$ cat src/source/cpu_pkg.sv
// ####################
// cpu_pkg
// shared types and encodings for the execute core: the instruction word views,
// opcode and function codes, and the writeback source select
// ####################
package cpu_pkg;

	typedef logic [31:0] word_t;
	typedef logic [4:0] reg_addr_t;

	// one instruction word seen as register, immediate or jump format
	typedef union packed {
		struct packed {
			logic [5:0] op;
			logic [4:0] rs;
			logic [4:0] rt;
			logic [4:0] rd;
			logic [4:0] shamt;
			logic [5:0] funct;
		} r;
		struct packed {
			logic [5:0] op;
			logic [4:0] rs;
			logic [4:0] rt;
			logic [15:0] imm;
		} i;
		struct packed {
			logic [5:0] op;
			logic [25:0] target;
		} j;
	} instr_t;

	localparam logic [5:0] op_special = 6'h00;
	localparam logic [5:0] op_j = 6'h02;
	localparam logic [5:0] op_jal = 6'h03;
	localparam logic [5:0] op_beq = 6'h04;
	localparam logic [5:0] op_bne = 6'h05;
	localparam logic [5:0] op_addiu = 6'h09;
	localparam logic [5:0] op_slti = 6'h0a;
	localparam logic [5:0] op_sltiu = 6'h0b;
	localparam logic [5:0] op_andi = 6'h0c;
	localparam logic [5:0] op_ori = 6'h0d;
	localparam logic [5:0] op_lui = 6'h0f;

	localparam logic [5:0] fn_sll = 6'h00;
	localparam logic [5:0] fn_srl = 6'h02;
	localparam logic [5:0] fn_jr = 6'h08;
	localparam logic [5:0] fn_addu = 6'h21;
	localparam logic [5:0] fn_subu = 6'h23;
	localparam logic [5:0] fn_and = 6'h24;
	localparam logic [5:0] fn_or = 6'h25;
	localparam logic [5:0] fn_nor = 6'h27;
	localparam logic [5:0] fn_slt = 6'h2a;
	localparam logic [5:0] fn_sltu = 6'h2b;

	typedef enum logic {
		wb_alu = 1'b0,
		wb_link = 1'b1
	} wbsrc_t;

endpackage

$ cat src/source/cpu_core.sv
// ####################
// cpu_core
// execute core top level: input receiver, decode, register file,
// execute and result sender
// ####################
`timescale 1ns/1ps

module cpu_core #(
	parameter int queue_depth = 4
) (
	input logic clk,
	input logic rst,
	input logic in_req,
	input cpu_pkg::instr_t in_instr,
	input cpu_pkg::word_t in_pc,
	output logic in_ack,
	output logic res_req,
	input logic res_ack,
	output logic res_wen,
	output cpu_pkg::reg_addr_t res_waddr,
	output cpu_pkg::word_t res_wdata,
	output logic res_taken,
	output cpu_pkg::word_t res_target
);
	import cpu_pkg::*;

	logic q_valid;
	instr_t q_instr;
	word_t q_pc;
	logic pop;
	logic room;
	reg_addr_t ra_addr;
	reg_addr_t rb_addr;
	word_t ra_data;
	word_t rb_data;
	logic id_valid;
	logic id_c_rfw;
	wbsrc_t id_c_wbsource;
	logic [5:0] id_c_alufunc;
	logic id_c_rfbse;
	logic id_c_b;
	logic id_c_bne;
	logic id_c_j;
	logic id_c_jjr;
	word_t id_rfa;
	word_t id_rfb;
	word_t id_se;
	logic [4:0] id_shamt;
	reg_addr_t id_rs;
	reg_addr_t id_rt;
	reg_addr_t id_rf_waddr;
	word_t id_pc;
	logic [25:0] id_jaddr;
	logic p_valid;
	logic p_c_rfw;
	reg_addr_t p_rf_waddr;
	word_t p_wdata;
	logic p_taken;
	word_t p_target;
	logic wb_rfw;
	reg_addr_t wb_waddr;
	word_t wb_wdata;

	cpu_instr_rx #(.queue_depth(queue_depth)) rx_i (
		.clk(clk), .rst(rst),
		.in_req(in_req), .in_instr(in_instr), .in_pc(in_pc), .in_ack(in_ack),
		.pop(pop), .q_valid(q_valid), .q_instr(q_instr), .q_pc(q_pc)
	);

	cpu_id id_i (
		.clk(clk), .rst(rst),
		.q_valid(q_valid), .q_instr(q_instr), .q_pc(q_pc), .room(room), .pop(pop),
		.ra_addr(ra_addr), .rb_addr(rb_addr), .ra_data(ra_data), .rb_data(rb_data),
		.id_valid(id_valid), .id_c_rfw(id_c_rfw), .id_c_wbsource(id_c_wbsource),
		.id_c_alufunc(id_c_alufunc), .id_c_rfbse(id_c_rfbse), .id_c_b(id_c_b),
		.id_c_bne(id_c_bne), .id_c_j(id_c_j), .id_c_jjr(id_c_jjr),
		.id_rfa(id_rfa), .id_rfb(id_rfb), .id_se(id_se), .id_shamt(id_shamt),
		.id_rs(id_rs), .id_rt(id_rt), .id_rf_waddr(id_rf_waddr),
		.id_pc(id_pc), .id_jaddr(id_jaddr)
	);

	cpu_regfile rf_i (
		.clk(clk), .rst(rst),
		.ra_addr(ra_addr), .rb_addr(rb_addr), .ra_data(ra_data), .rb_data(rb_data),
		.wb_rfw(wb_rfw), .wb_waddr(wb_waddr), .wb_wdata(wb_wdata)
	);

	cpu_ex ex_i (
		.clk(clk), .rst(rst),
		.id_valid(id_valid), .id_c_rfw(id_c_rfw), .id_c_wbsource(id_c_wbsource),
		.id_c_alufunc(id_c_alufunc), .id_c_rfbse(id_c_rfbse), .id_c_b(id_c_b),
		.id_c_bne(id_c_bne), .id_c_j(id_c_j), .id_c_jjr(id_c_jjr),
		.id_rfa(id_rfa), .id_rfb(id_rfb), .id_se(id_se), .id_shamt(id_shamt),
		.id_rs(id_rs), .id_rt(id_rt), .id_rf_waddr(id_rf_waddr),
		.id_pc(id_pc), .id_jaddr(id_jaddr),
		.wb_rfw(wb_rfw), .wb_waddr(wb_waddr), .wb_wdata(wb_wdata),
		.p_valid(p_valid), .p_c_rfw(p_c_rfw), .p_rf_waddr(p_rf_waddr),
		.p_wdata(p_wdata), .p_taken(p_taken), .p_target(p_target)
	);

	cpu_result_tx #(.queue_depth(queue_depth)) tx_i (
		.clk(clk), .rst(rst),
		.p_valid(p_valid), .p_c_rfw(p_c_rfw), .p_rf_waddr(p_rf_waddr),
		.p_wdata(p_wdata), .p_taken(p_taken), .p_target(p_target),
		.issue(pop), .room(room),
		.wb_rfw(wb_rfw), .wb_waddr(wb_waddr), .wb_wdata(wb_wdata),
		.res_req(res_req), .res_ack(res_ack), .res_wen(res_wen),
		.res_waddr(res_waddr), .res_wdata(res_wdata),
		.res_taken(res_taken), .res_target(res_target)
	);

endmodule

$ cat src/source/cpu_ex.sv
// ####################
// cpu_ex
// execute stage: operand forwarding from the p and wb registers, the ALU,
// branch and jump resolution and the execute-to-writeback register
// ####################
`timescale 1ns/1ps

module cpu_ex (
	input logic clk,
	input logic rst,
	input logic id_valid,
	input logic id_c_rfw,
	input cpu_pkg::wbsrc_t id_c_wbsource,
	input logic [5:0] id_c_alufunc,
	input logic id_c_rfbse,
	input logic id_c_b,
	input logic id_c_bne,
	input logic id_c_j,
	input logic id_c_jjr,
	input cpu_pkg::word_t id_rfa,
	input cpu_pkg::word_t id_rfb,
	input cpu_pkg::word_t id_se,
	input logic [4:0] id_shamt,
	input cpu_pkg::reg_addr_t id_rs,
	input cpu_pkg::reg_addr_t id_rt,
	input cpu_pkg::reg_addr_t id_rf_waddr,
	input cpu_pkg::word_t id_pc,
	input logic [25:0] id_jaddr,
	input logic wb_rfw,
	input cpu_pkg::reg_addr_t wb_waddr,
	input cpu_pkg::word_t wb_wdata,
	output logic p_valid,
	output logic p_c_rfw,
	output cpu_pkg::reg_addr_t p_rf_waddr,
	output cpu_pkg::word_t p_wdata,
	output logic p_taken,
	output cpu_pkg::word_t p_target
);
	import cpu_pkg::*;

	word_t x;
	word_t eff_y;
	word_t y;
	word_t alu_r;
	word_t pc_4;
	word_t br_target;
	word_t j_target;
	word_t target;
	logic cond;
	logic taken;

	// the younger result in p wins over wb, register 0 is never forwarded
	always_comb begin
		if (p_c_rfw && (p_rf_waddr == id_rs) && (id_rs != 5'd0))
			x = p_wdata;
		else if (wb_rfw && (wb_waddr == id_rs) && (id_rs != 5'd0))
			x = wb_wdata;
		else
			x = id_rfa;
		if (p_c_rfw && (p_rf_waddr == id_rt) && (id_rt != 5'd0))
			eff_y = p_wdata;
		else if (wb_rfw && (wb_waddr == id_rt) && (id_rt != 5'd0))
			eff_y = wb_wdata;
		else
			eff_y = id_rfb;
	end

	assign y = id_c_rfbse ? id_se : eff_y;

	always_comb begin
		case (id_c_alufunc)
			fn_addu: alu_r = x + y;
			fn_subu: alu_r = x - y;
			fn_and: alu_r = x & y;
			fn_or: alu_r = x | y;
			fn_nor: alu_r = ~(x | y);
			fn_slt: alu_r = {31'd0, $signed(x) < $signed(y)};
			fn_sltu: alu_r = {31'd0, x < y};
			fn_sll: alu_r = y << id_shamt;
			fn_srl: alu_r = y >> id_shamt;
			default: alu_r = '0;
		endcase
	end

	assign pc_4 = id_pc + 32'd4;
	assign br_target = pc_4 + {id_se[29:0], 2'b00};
	assign j_target = {pc_4[31:28], id_jaddr, 2'b00};
	assign cond = id_c_bne ? (alu_r != '0) : (alu_r == '0);
	assign taken = id_c_j || (id_c_b && cond);

	always_comb begin
		if (!taken)
			target = '0;
		else if (id_c_jjr)
			target = x;
		else if (id_c_j)
			target = j_target;
		else
			target = br_target;
	end

	always_ff @(posedge clk) begin
		if (rst) begin
			p_valid <= 1'b0;
			p_c_rfw <= 1'b0;
			p_taken <= 1'b0;
		end else begin
			p_valid <= id_valid;
			p_c_rfw <= id_c_rfw;
			p_taken <= taken;
		end
	end

	always_ff @(posedge clk) begin
		p_rf_waddr <= id_rf_waddr;
		p_wdata <= (id_c_wbsource == wb_link) ? id_pc + 32'd8 : alu_r;
		p_target <= target;
	end

endmodule

$ cat src/source/cpu_id.sv
// ####################
// cpu_id
// issue control and instruction decode, registered into the id stage
// ####################
`timescale 1ns/1ps

module cpu_id (
	input logic clk,
	input logic rst,
	input logic q_valid,
	input cpu_pkg::instr_t q_instr,
	input cpu_pkg::word_t q_pc,
	input logic room,
	output logic pop,
	output cpu_pkg::reg_addr_t ra_addr,
	output cpu_pkg::reg_addr_t rb_addr,
	input cpu_pkg::word_t ra_data,
	input cpu_pkg::word_t rb_data,
	output logic id_valid,
	output logic id_c_rfw,
	output cpu_pkg::wbsrc_t id_c_wbsource,
	output logic [5:0] id_c_alufunc,
	output logic id_c_rfbse,
	output logic id_c_b,
	output logic id_c_bne,
	output logic id_c_j,
	output logic id_c_jjr,
	output cpu_pkg::word_t id_rfa,
	output cpu_pkg::word_t id_rfb,
	output cpu_pkg::word_t id_se,
	output logic [4:0] id_shamt,
	output cpu_pkg::reg_addr_t id_rs,
	output cpu_pkg::reg_addr_t id_rt,
	output cpu_pkg::reg_addr_t id_rf_waddr,
	output cpu_pkg::word_t id_pc,
	output logic [25:0] id_jaddr
);
	import cpu_pkg::*;

	logic issue;
	logic d_writes;
	wbsrc_t d_wbsource;
	logic [5:0] d_alufunc;
	logic d_rfbse;
	logic d_b;
	logic d_bne;
	logic d_j;
	logic d_jjr;
	logic d_zext;
	reg_addr_t d_waddr;
	logic [4:0] d_shamt;
	word_t d_se;

	assign issue = q_valid && room;
	assign pop = issue;
	assign ra_addr = q_instr.r.rs;
	assign rb_addr = q_instr.r.rt;
	assign d_se = d_zext ? {16'h0000, q_instr.i.imm} : {{16{q_instr.i.imm[15]}}, q_instr.i.imm};

	always_comb begin
		d_writes = 1'b0;
		d_wbsource = wb_alu;
		d_alufunc = fn_addu;
		d_rfbse = 1'b0;
		d_b = 1'b0;
		d_bne = 1'b0;
		d_j = 1'b0;
		d_jjr = 1'b0;
		d_zext = 1'b0;
		d_waddr = q_instr.i.rt;
		d_shamt = q_instr.r.shamt;
		case (q_instr.r.op)
			op_special: begin
				d_alufunc = q_instr.r.funct;
				d_waddr = q_instr.r.rd;
				case (q_instr.r.funct)
					fn_jr: begin
						d_j = 1'b1;
						d_jjr = 1'b1;
					end
					fn_sll, fn_srl, fn_addu, fn_subu, fn_and, fn_or, fn_nor, fn_slt, fn_sltu:
						d_writes = 1'b1;
					default: d_writes = 1'b0;
				endcase
			end
			op_addiu, op_slti, op_sltiu, op_andi, op_ori, op_lui: begin
				d_writes = 1'b1;
				d_rfbse = 1'b1;
				case (q_instr.r.op)
					op_slti: d_alufunc = fn_slt;
					op_sltiu: d_alufunc = fn_sltu;
					op_andi: d_alufunc = fn_and;
					op_ori: d_alufunc = fn_or;
					op_lui: d_alufunc = fn_sll;
					default: d_alufunc = fn_addu;
				endcase
				d_zext = (q_instr.r.op == op_andi) || (q_instr.r.op == op_ori);
				if (q_instr.r.op == op_lui)
					d_shamt = 5'd16;
			end
			op_beq, op_bne: begin
				// the branch condition is read from the difference of the operands
				d_alufunc = fn_subu;
				d_b = 1'b1;
				d_bne = (q_instr.r.op == op_bne);
			end
			op_j: d_j = 1'b1;
			op_jal: begin
				d_j = 1'b1;
				d_writes = 1'b1;
				d_wbsource = wb_link;
				d_waddr = 5'd31;
			end
			default: d_writes = 1'b0;
		endcase
	end

	always_ff @(posedge clk) begin
		if (rst) begin
			id_valid <= 1'b0;
			id_c_rfw <= 1'b0;
			id_c_b <= 1'b0;
			id_c_bne <= 1'b0;
			id_c_j <= 1'b0;
			id_c_jjr <= 1'b0;
		end else begin
			id_valid <= issue;
			id_c_rfw <= issue && d_writes && (d_waddr != 5'd0);
			id_c_b <= issue && d_b;
			id_c_bne <= issue && d_bne;
			id_c_j <= issue && d_j;
			id_c_jjr <= issue && d_jjr;
		end
	end

	always_ff @(posedge clk) begin
		if (issue) begin
			id_c_wbsource <= d_wbsource;
			id_c_alufunc <= d_alufunc;
			id_c_rfbse <= d_rfbse;
			id_rfa <= ra_data;
			id_rfb <= rb_data;
			id_se <= d_se;
			id_shamt <= d_shamt;
			id_rs <= q_instr.r.rs;
			id_rt <= q_instr.r.rt;
			id_rf_waddr <= d_waddr;
			id_pc <= q_pc;
			id_jaddr <= q_instr.j.target;
		end
	end

endmodule

$ cat src/source/cpu_instr_rx.sv
// ####################
// cpu_instr_rx
// four-phase receiver for instruction and pc pairs, backed by a small
// circular queue that feeds the decode stage
// ####################
`timescale 1ns/1ps

module cpu_instr_rx #(
	parameter int queue_depth = 4
) (
	input logic clk,
	input logic rst,
	input logic in_req,
	input cpu_pkg::instr_t in_instr,
	input cpu_pkg::word_t in_pc,
	output logic in_ack,
	input logic pop,
	output logic q_valid,
	output cpu_pkg::instr_t q_instr,
	output cpu_pkg::word_t q_pc
);
	import cpu_pkg::*;

	localparam int ptr_w = $clog2(queue_depth);
	localparam int cnt_w = $clog2(queue_depth + 1);

	instr_t mem_instr [queue_depth];
	word_t mem_pc [queue_depth];
	logic [ptr_w-1:0] wr_ptr;
	logic [ptr_w-1:0] rd_ptr;
	logic [cnt_w-1:0] count;
	logic push;

	// a pair is taken on the same edge that raises in_ack, so each handshake pushes once
	assign push = in_req && !in_ack && (count != cnt_w'(queue_depth));

	assign q_valid = (count != '0);
	assign q_instr = mem_instr[rd_ptr];
	assign q_pc = mem_pc[rd_ptr];

	always_ff @(posedge clk) begin
		if (rst) begin
			in_ack <= 1'b0;
			wr_ptr <= '0;
			rd_ptr <= '0;
			count <= '0;
		end else begin
			if (push)
				in_ack <= 1'b1;
			else if (in_ack && !in_req)
				in_ack <= 1'b0;
			if (push)
				wr_ptr <= (wr_ptr == ptr_w'(queue_depth - 1)) ? '0 : wr_ptr + 1'b1;
			if (pop)
				rd_ptr <= (rd_ptr == ptr_w'(queue_depth - 1)) ? '0 : rd_ptr + 1'b1;
			if (push && !pop)
				count <= count + 1'b1;
			else if (!push && pop)
				count <= count - 1'b1;
		end
	end

	always_ff @(posedge clk) begin
		if (push) begin
			mem_instr[wr_ptr] <= in_instr;
			mem_pc[wr_ptr] <= in_pc;
		end
	end

endmodule

$ cat src/source/cpu_regfile.sv
// ####################
// cpu_regfile
// 32 word register file, two read ports and one write port,
// register 0 reads as zero and a same-cycle write is seen by the reads
// ####################
`timescale 1ns/1ps

module cpu_regfile (
	input logic clk,
	input logic rst,
	input cpu_pkg::reg_addr_t ra_addr,
	input cpu_pkg::reg_addr_t rb_addr,
	output cpu_pkg::word_t ra_data,
	output cpu_pkg::word_t rb_data,
	input logic wb_rfw,
	input cpu_pkg::reg_addr_t wb_waddr,
	input cpu_pkg::word_t wb_wdata
);
	import cpu_pkg::*;

	word_t regs [32];

	// write-through closes the gap for a reader three instructions behind the writer
	assign ra_data = (ra_addr == 5'd0) ? '0 :
			(wb_rfw && (wb_waddr == ra_addr)) ? wb_wdata : regs[ra_addr];
	assign rb_data = (rb_addr == 5'd0) ? '0 :
			(wb_rfw && (wb_waddr == rb_addr)) ? wb_wdata : regs[rb_addr];

	always_ff @(posedge clk) begin
		if (rst) begin
			for (int k = 0; k < 32; k++)
				regs[k] <= '0;
		end else if (wb_rfw && (wb_waddr != 5'd0)) begin
			regs[wb_waddr] <= wb_wdata;
		end
	end

endmodule

$ cat src/source/cpu_result_tx.sv
// ####################
// cpu_result_tx
// writeback register, result queue and four-phase sender; a credit count
// of free result slots limits issue so the pipeline never has to stall
// ####################
`timescale 1ns/1ps

module cpu_result_tx #(
	parameter int queue_depth = 4
) (
	input logic clk,
	input logic rst,
	input logic p_valid,
	input logic p_c_rfw,
	input cpu_pkg::reg_addr_t p_rf_waddr,
	input cpu_pkg::word_t p_wdata,
	input logic p_taken,
	input cpu_pkg::word_t p_target,
	input logic issue,
	output logic room,
	output logic wb_rfw,
	output cpu_pkg::reg_addr_t wb_waddr,
	output cpu_pkg::word_t wb_wdata,
	output logic res_req,
	input logic res_ack,
	output logic res_wen,
	output cpu_pkg::reg_addr_t res_waddr,
	output cpu_pkg::word_t res_wdata,
	output logic res_taken,
	output cpu_pkg::word_t res_target
);
	import cpu_pkg::*;

	localparam int ptr_w = $clog2(queue_depth);
	localparam int cnt_w = $clog2(queue_depth + 1);

	logic wb_valid;
	logic wb_taken;
	word_t wb_target;
	logic q_wen [queue_depth];
	reg_addr_t q_waddr [queue_depth];
	word_t q_wdata [queue_depth];
	logic q_taken [queue_depth];
	word_t q_target [queue_depth];
	logic [ptr_w-1:0] wr_ptr;
	logic [ptr_w-1:0] rd_ptr;
	logic [cnt_w-1:0] count;
	logic [cnt_w-1:0] credits;
	logic pop;

	assign pop = res_req && res_ack;
	assign room = (credits != '0);
	assign res_wen = q_wen[rd_ptr];
	assign res_waddr = q_waddr[rd_ptr];
	assign res_wdata = q_wdata[rd_ptr];
	assign res_taken = q_taken[rd_ptr];
	assign res_target = q_target[rd_ptr];

	always_ff @(posedge clk) begin
		if (rst) begin
			wb_valid <= 1'b0;
			wb_rfw <= 1'b0;
			res_req <= 1'b0;
			wr_ptr <= '0;
			rd_ptr <= '0;
			count <= '0;
			credits <= cnt_w'(queue_depth);
		end else begin
			wb_valid <= p_valid;
			wb_rfw <= p_c_rfw;
			if (pop)
				res_req <= 1'b0;
			else if (!res_req && !res_ack && (count != '0))
				res_req <= 1'b1;
			if (wb_valid)
				wr_ptr <= (wr_ptr == ptr_w'(queue_depth - 1)) ? '0 : wr_ptr + 1'b1;
			if (pop)
				rd_ptr <= (rd_ptr == ptr_w'(queue_depth - 1)) ? '0 : rd_ptr + 1'b1;
			if (wb_valid && !pop)
				count <= count + 1'b1;
			else if (!wb_valid && pop)
				count <= count - 1'b1;
			// a slot is claimed at issue and given back once the sink takes the record
			if (issue && !pop)
				credits <= credits - 1'b1;
			else if (!issue && pop)
				credits <= credits + 1'b1;
		end
	end

	always_ff @(posedge clk) begin
		wb_waddr <= p_rf_waddr;
		wb_wdata <= p_wdata;
		wb_taken <= p_taken;
		wb_target <= p_target;
		if (wb_valid) begin
			q_wen[wr_ptr] <= wb_rfw;
			q_waddr[wr_ptr] <= wb_waddr;
			q_wdata[wr_ptr] <= wb_wdata;
			q_taken[wr_ptr] <= wb_taken;
			q_target[wr_ptr] <= wb_target;
		end
	end

endmodule
$ cat config.mk
export PLATFORM = sky130hd
export DESIGN_NAME = cpu_core
export DESIGN_NICKNAME = d
export VERILOG_FILES = /design/src/source/cpu_pkg.sv /design/src/source/cpu_core.sv /design/src/source/cpu_ex.sv /design/src/source/cpu_id.sv /design/src/source/cpu_instr_rx.sv /design/src/source/cpu_regfile.sv /design/src/source/cpu_result_tx.sv
export SDC_FILE = /design/constraint.sdc
export NUM_CORES = 2
export LEC_CHECK = 0
export BUFFER_PORTS_ARGS = -buffer_cell sky130_fd_sc_hd__buf_4
export CAP_MARGIN = 5
export CORE_AREA = 8 8 510 512
export CTS_CLUSTER_DIAMETER = 40
export DETAILED_ROUTE_END_ITERATION = 6
export DIE_AREA = 0 0 518 520
export SLEW_MARGIN = 10
export SYNTH_ARGS = -nofsm -noshare
export SYNTH_HDL_FRONTEND = slang
export SYNTH_SLANG_ARGS = --single-unit
export TNS_END_PERCENT = 20
$ cat constraint.sdc
create_clock -name clk -period 18.6 [get_ports clk]
set_input_delay 3.72 -clock clk [delete_from_list [all_inputs] [get_ports clk]]
set_output_delay 3.72 -clock clk [all_outputs]
set_load 0.1 [all_outputs]
; ---- Word-level counts from Yosys, hierarchy flattened
; Memory sizes are Yosys's and may differ from the RTL's. A register that Yosys moved wholly into a read port is not among the register bits.
; Index checks and enable logic that the tools add are counted.
[word_totals]
reg_bits = 304
mem_bits_rw = 1564
input_bits = 68
out_inout_bits = 73
elab_cells = 236
memories = 8
[classes]
n_addsub = 15
n_lt_le_gt_ge = 2
eq_ne = 38
n_shift = 2
n_mux = 63
n_bitwise = 3
reduce_logical = 66
[memory_table]
columns = memory, words, width, read_ports, rd_clocked_by_memory_dff, write_ports, line_no
row1 = rf_i.regs, 32, 32, 2, 0, 32, cpu_regfile.sv:21  ; word_t regs [32];
row2 = rx_i.mem_instr, 4, 32, 1, 1, 1, cpu_instr_rx.sv:27  ; instr_t mem_instr [queue_depth];
row3 = rx_i.mem_pc, 4, 32, 1, 1, 1, cpu_instr_rx.sv:28  ; word_t mem_pc [queue_depth];
row4 = tx_i.q_target, 4, 32, 1, 1, 1, cpu_result_tx.sv:44  ; word_t q_target [queue_depth];
row5 = tx_i.q_wdata, 4, 32, 1, 1, 1, cpu_result_tx.sv:42  ; word_t q_wdata [queue_depth];
row6 = tx_i.q_waddr, 4, 5, 1, 1, 1, cpu_result_tx.sv:41  ; reg_addr_t q_waddr [queue_depth];
row7 = +2 memories, --, --, --, --, --, --
[ops]
columns = cell, n
row1 = $mux 32, 11
row2 = $pmux 32 s9, 1
row3 = $eq 6x6->1 const B, 14
row4 = $add 32x32->32, 2
row5 = $lt 32x32->1, 2
row6 = $eq 6x4->1 const B, 7
row7 = $add 32x3->32 const B, 1
row8 = $add 32x4->32 const B, 1
row9 = $and 32x32->32, 1
row10 = $logic_not 32->1, 1
row11 = $mux 2, 16
row12 = $not 32->32, 1
row13 = $or 32x32->32, 1
row14 = $reduce_bool 32->1, 1
row15 = $reduce_or 32->1, 1
row16 = $shl 32x5->32, 1
row17 = $shr 32x5->32, 1
row18 = $sub 32x32->32, 1
row19 = $logic_and 1x1->1, 31
row20 = $eq 5x5->1, 6
row21 = $pmux 6 s5, 1
row22 = $eq 6x2->1 const B, 4
row23 = $mux 1, 21
row24 = $reduce_bool 5->1, 4
row25 = 21 further kinds, 58

; ---- Logic depth before layout (Yosys ltp)
[logic_depth]
depth_word = 13
mapped_depth = 27
ltp_nobuf = 24

; ---- Modules after synthesis
; Synthesis repeated with hierarchy kept, for this count alone.
[unflattened]
cells_unflattened = 7326
area_unflattened_um2 = 99107.6
[by_module_without_submodules]
columns = module, n_inst, cells_each, area_per_inst_um2
row1 = cpu_regfile, 1, 3740, 54720.0
row2 = cpu_ex, 1, 2401, 16975.0
row3 = cpu_result_tx, 1, 511, 12404.4
row4 = cpu_instr_rx, 1, 386, 9768.1
row5 = cpu_id, 1, 288, 5240.0

; ---- Worst setup path before layout
; Ideal clock, no wire load.
[synth_path]
kind = register to register
start = register tx_i.wb_waddr[2]
end = register ex_i.p_target[12]
setup_ns = 0.148
arrival_ns = 6.541
t_required_ns = 18.452
path_slack_ns = 11.911
stages_incl_launch_ff = 26
path_buffers = 3
synth_period_minus_slack_ns = 6.689
path_cell_list = dfxtp_1 > buf_1 > xnor2_1 > nand4_1 > nor4_1 > clkbuf_1 > mux2i_1 > o21ai_0 > inv_1 > fa_1 > or2_2 > a221oi_1 > o211ai_1 > o221a_2 > o21bai_1 > a21bo_2 > a221oi_1 > xor2_1 > a2111o_1 > nand4b_1 > nor4_1 > nand4_1 > o31a_1 > o21ai_4 > buf_6 > a211oi_2
[synth_between]
elab_chain_cells = 13
[synth_lines]
columns = item, line_no
row1 = from (decl), cpu_result_tx.sv:22  ; output cpu_pkg::reg_addr_t wb_waddr,
row2 = from (signal assigned), cpu_result_tx.sv:92  ; wb_waddr <= p_rf_waddr;
row3 = branches (longest 13 deep; another with $sub 32x32->32), --
row4 = to (signal assigned), cpu_ex.sv:117  ; p_target <= target;
row5 = to (decl), cpu_ex.sv:37  ; output cpu_pkg::word_t p_target
; Parallel ways; which one is timed is not known.
; A chain may end at the register's enable or synchronous reset.

==> results.sh <==
export IMPL_die_area_um2=269400
export IMPL_wl_per_cell_um=37.24
export IMPL_violations="design-rule violations, max-capacitance violations"
export IMPL_clk_latency_ps=960
export IMPL_wirelength_mm=401.9
export IMPL_crit_path_frequent_cell="a221oi_1"
export IMPL_timing_final_crit_share=0.5192
export IMPL_antenna_left=0
export IMPL_critPathLaunchType="register"
export IMPL_fmax_mhz=103.6
export IMPL_area_growth_pct=15.32
export IMPL_timing_rr_start="id_i.id_jaddr[17]$_DFFE_PP_"
export IMPL_holdWs_ps=313.3
export IMPL_finalMaxSlewViolations=0
export IMPL_grt_max_degree=146
export IMPL_critPathMaxFanout=34
export IMPL_multi_input_area_um2=40160
export IMPL_port_buffers=140
export IMPL_root_buffer="clkbuf_16"
export IMPL_yosys_top_cells_area="edfxtp_1 (52%), mux4_2 (15%), nor3_1 (5.6%), dfxtp_1 (3.6%), clkbuf_1 (2.4%)"
export IMPL_p_per_area_nw_per_um2=203.4
export IMPL_ctsHoldBuffers=0
export IMPL_rsz0062_at_grt="false"
export IMPL_syn_area_um2=97540
export IMPL_max_stage_delay_ps=920
export IMPL_path_cells="or4_4 -> o211ai_2 -> buf_4 -> nor2_1 -> buf_4 -> o311ai_2 -> nand2_1 -> ha_1 -> fa_1 -> or2_2 -> a221oi_1 -> o211ai_1 -> o221a_2 -> o21bai_1 -> a21bo_2 -> a221oi_1 -> xor2_1 -> a2111o_1 -> nand4b_1 -> nor4_1 -> nand4_1 -> o31a_1 -> o21ai_4 -> a221oi_1"
export IMPL_async_flop_share=0
export IMPL_clkSinkCount=1878
export IMPL_grt_pass1_vias=69460
export IMPL_finish_instance_area_um2=112500
export IMPL_cp_endpoint="ex_i.p_target[8]$_SDFF_PN0_"
export IMPL_num_io_pins=141
export IMPL_ir_worst_vdd_v=0.0001338
export IMPL_htreeDepth=5
export IMPL_ys_top_cells_by_count="edfxtp_1 (1705), nor3_1 (1098), mux4_2 (668)"
export IMPL_yosysSeqAreaShare=0.5604
export IMPL_avgSynthCellArea_um2=13.53
export IMPL_viasPerCell=6.630
export IMPL_fp_coreArea_um2=252300
export IMPL_synth_ff_type="edfxtp_1"
export IMPL_drtIter0Drc=10640
export IMPL_crit_slowest_cell="nor4_1"
export IMPL_yosys_area_top_type_share=0.5249
export IMPL_critPathRequiredTime_ps=19300
export IMPL_r2r_cells=24
export IMPL_synth_seq_cells=1878
export IMPL_grt_first_pass_wirelength_mm=555.0
export IMPL_cts_reportedPaths_clkPinSlew_ps=60
export IMPL_cts_repair_resized=0
export IMPL_dr_pass1_iters=7
export IMPL_gp_congestion=1.040
export IMPL_grt_util_all_layers=0.2872
export IMPL_ys_types=98
export IMPL_netlist_instances=7209
export IMPL_dp_hpwl_mm=267.6
export IMPL_status="finished, violations left"
export IMPL_hold_path_class="register to register"
export IMPL_vias=71540
export IMPL_row_count=185
export IMPL_cts_tree="yes"
export IMPL_crit_type="register to register"
export IMPL_arrival_ps=10350
export IMPL_postCtsSetupBuffers=0
export IMPL_timing_final_ws_setup_ps=8944
export IMPL_yosysTopAreaCell="edfxtp_1"
export IMPL_die_w_um=518
export IMPL_cts_buffers=291
export IMPL_die_h_um=520
export IMPL_nNetsFinal=7416
export IMPL_setup_worst_path_end_class="register"
export IMPL_ys_warn_count=0
export IMPL_grt_antenna_before_repair=35
export IMPL_synth_edff_count=1705
export IMPL_route_detailed_drc=3
export IMPL_r2r_slack_ps=8940
export IMPL_final_hold_violation_count=0
export IMPL_cap_viol_max_count=2
export IMPL_worstMarginPinSlew_ps=1461
export IMPL_clk_path_buf_depth=4
export IMPL_seq_area_um2=54680
export IMPL_drive_gt1_frac=0.2319
export IMPL_setup_tns_final_ps=0
export IMPL_gr_total_overflow=0
export IMPL_finClkSkew_ps=90.73
export IMPL_initial_core_util=0.3866
export IMPL_place_area_um2=102800
export IMPL_leakage_nw=37.36
export IMPL_startpoint="id_i.id_jaddr[17]$_DFFE_PP_"
export IMPL_max_slew_margin=0.01035
export IMPL_post_route_min_period_ps=9656
export IMPL_yosysMostFrequentCell="edfxtp_1"
export IMPL_fillCellCount=22600
export IMPL_dp_slack_ps=9177
export IMPL_r2r_end="ex_i.p_target[8]$_SDFF_PN0_"
export IMPL_setup_viol=0
## cell type report
| class | instances | area share |
|---|---|---|
| clock inverters | 181 | 0.01726 |
| inverters | 168 | 0.005651 |
| repair buffers | 406 | 0.02810 |
| multi-input cells | 4457 | 0.3570 |
| well taps | 3366 | 0.03744 |
| clock buffers | 326 | 0.06824 |
| diodes | 9 | 0.0002002 |
| flip-flops and latches | 1878 | 0.4861 |
## state kept, by name (all words and copies together) (netlist names), 4 cells and up, named ones only
name               cells
ex_i.p_rf_waddr        5
ex_i.p_target         32
ex_i.p_wdata          32
id_i.id_c_alufunc      6
id_i.id_jaddr         26
id_i.id_pc            32
id_i.id_rf_waddr       5
id_i.id_rfa           32
id_i.id_rfb           32
id_i.id_shamt          5
rf_i.regs           1024
rx_i.mem_instr       128
rx_i.mem_pc          128
tx_i.q_taken           4
tx_i.q_target        128
tx_i.q_waddr          20
tx_i.q_wdata         128
tx_i.q_wen             4
tx_i.wb_target        32
tx_i.wb_waddr          5
tx_i.wb_wdata         32
## through the flow
stage / total power, W / cells / util
CTS: 0.02256 / 10780 / 0.4457
detailed placement: 0.01713 / 10280 / 0.4076
global route: 0.02341 / 10780 / 0.4457
finish: 0.02288 / 10790 / 0.4458
global placement: 0.01718 / 10280 / 0.4076
floorplan: 0.01225 / 7240 / -
## power breakdown
group          switching [W]  leakage, nW  internal [W]  total [W]
sequential          0.000549         18.4       0.00520    0.00575
combinational        0.00802         14.3       0.00370     0.0117
clock                0.00202         4.66       0.00339    0.00541
total                 0.0106         37.4        0.0123     0.0229
## cells by family after synthesis
group | synth area share
other | 0.00003845
and+or+nand+nor | 0.1008
buffers and inverters | 0.03537
DFF | 0.5604
AOI/OAI and AO/OA | 0.08409
xor gates and xnor gates | 0.01500
adders and majority gates | 0.01919
muxes | 0.1851
## metal layers
layer / wire [µm] / vias up / GRT usage
li1: - / 28910 / -
met2: 172900 / 4734 / 0.4226
met3: 47660 / 907 / 0.08069
met4: 21350 / 30 / 0.1296
met1: 159800 / 36960 / 0.3961
met5: 194 / - / 0
## critical path: cells and delay by family, from the launching register on
| kind | cells | cell delay, ps |
|---|---|---|
| compound gates | 12 | 4330 |
| simple gates | 7 | 2930 |
| fa+ha+maj | 2 | 820 |
| buf+inv | 2 | 630 |
| flops | 1 | 450 |
| xor+xnor | 1 | 200 |
## how the worst min path moves through the flow
stage / endpoint / cells past startpoint / slack (ps) / from
CTS: tx_i.wb_taken$_DFF_P_ / 0 / 310 / ex_i.p_taken$_SDFF_PP0_
global route: tx_i.wb_target[27]$_DFF_P_ / 0 / 320 / ex_i.p_target[27]$_SDFF_PN0_
floorplan: tx_i.wb_taken$_DFF_P_ / 0 / 310 / ex_i.p_taken$_SDFF_PP0_
global placement: tx_i.wb_target[22]$_DFF_P_ / 0 / 310 / ex_i.p_target[22]$_SDFF_PN0_
finish: tx_i.wb_taken$_DFF_P_ / 0 / 310 / ex_i.p_taken$_SDFF_PP0_
detailed placement: tx_i.wb_target[1]$_DFF_P_ / 0 / 310 / ex_i.p_target[1]$_SDFF_PN0_
## placed cells by master (no fill, tap or decap), types with 166 or more instances in the layout
cell | Yosys | final
dfxtp_1 | 173 | 166
nor3_1 | 1098 | 1094
clkbuf_16 | 0 | 301
mux2i_1 | 231 | 231
nor2_1 | 302 | 298
nand2_1 | 251 | 249
mux4_2 | 668 | 659
edfxtp_1 | 1705 | 1705
a21oi_1 | 216 | 216
buf_4 | 6 | 397
Power figures use the tool's default switching activity.
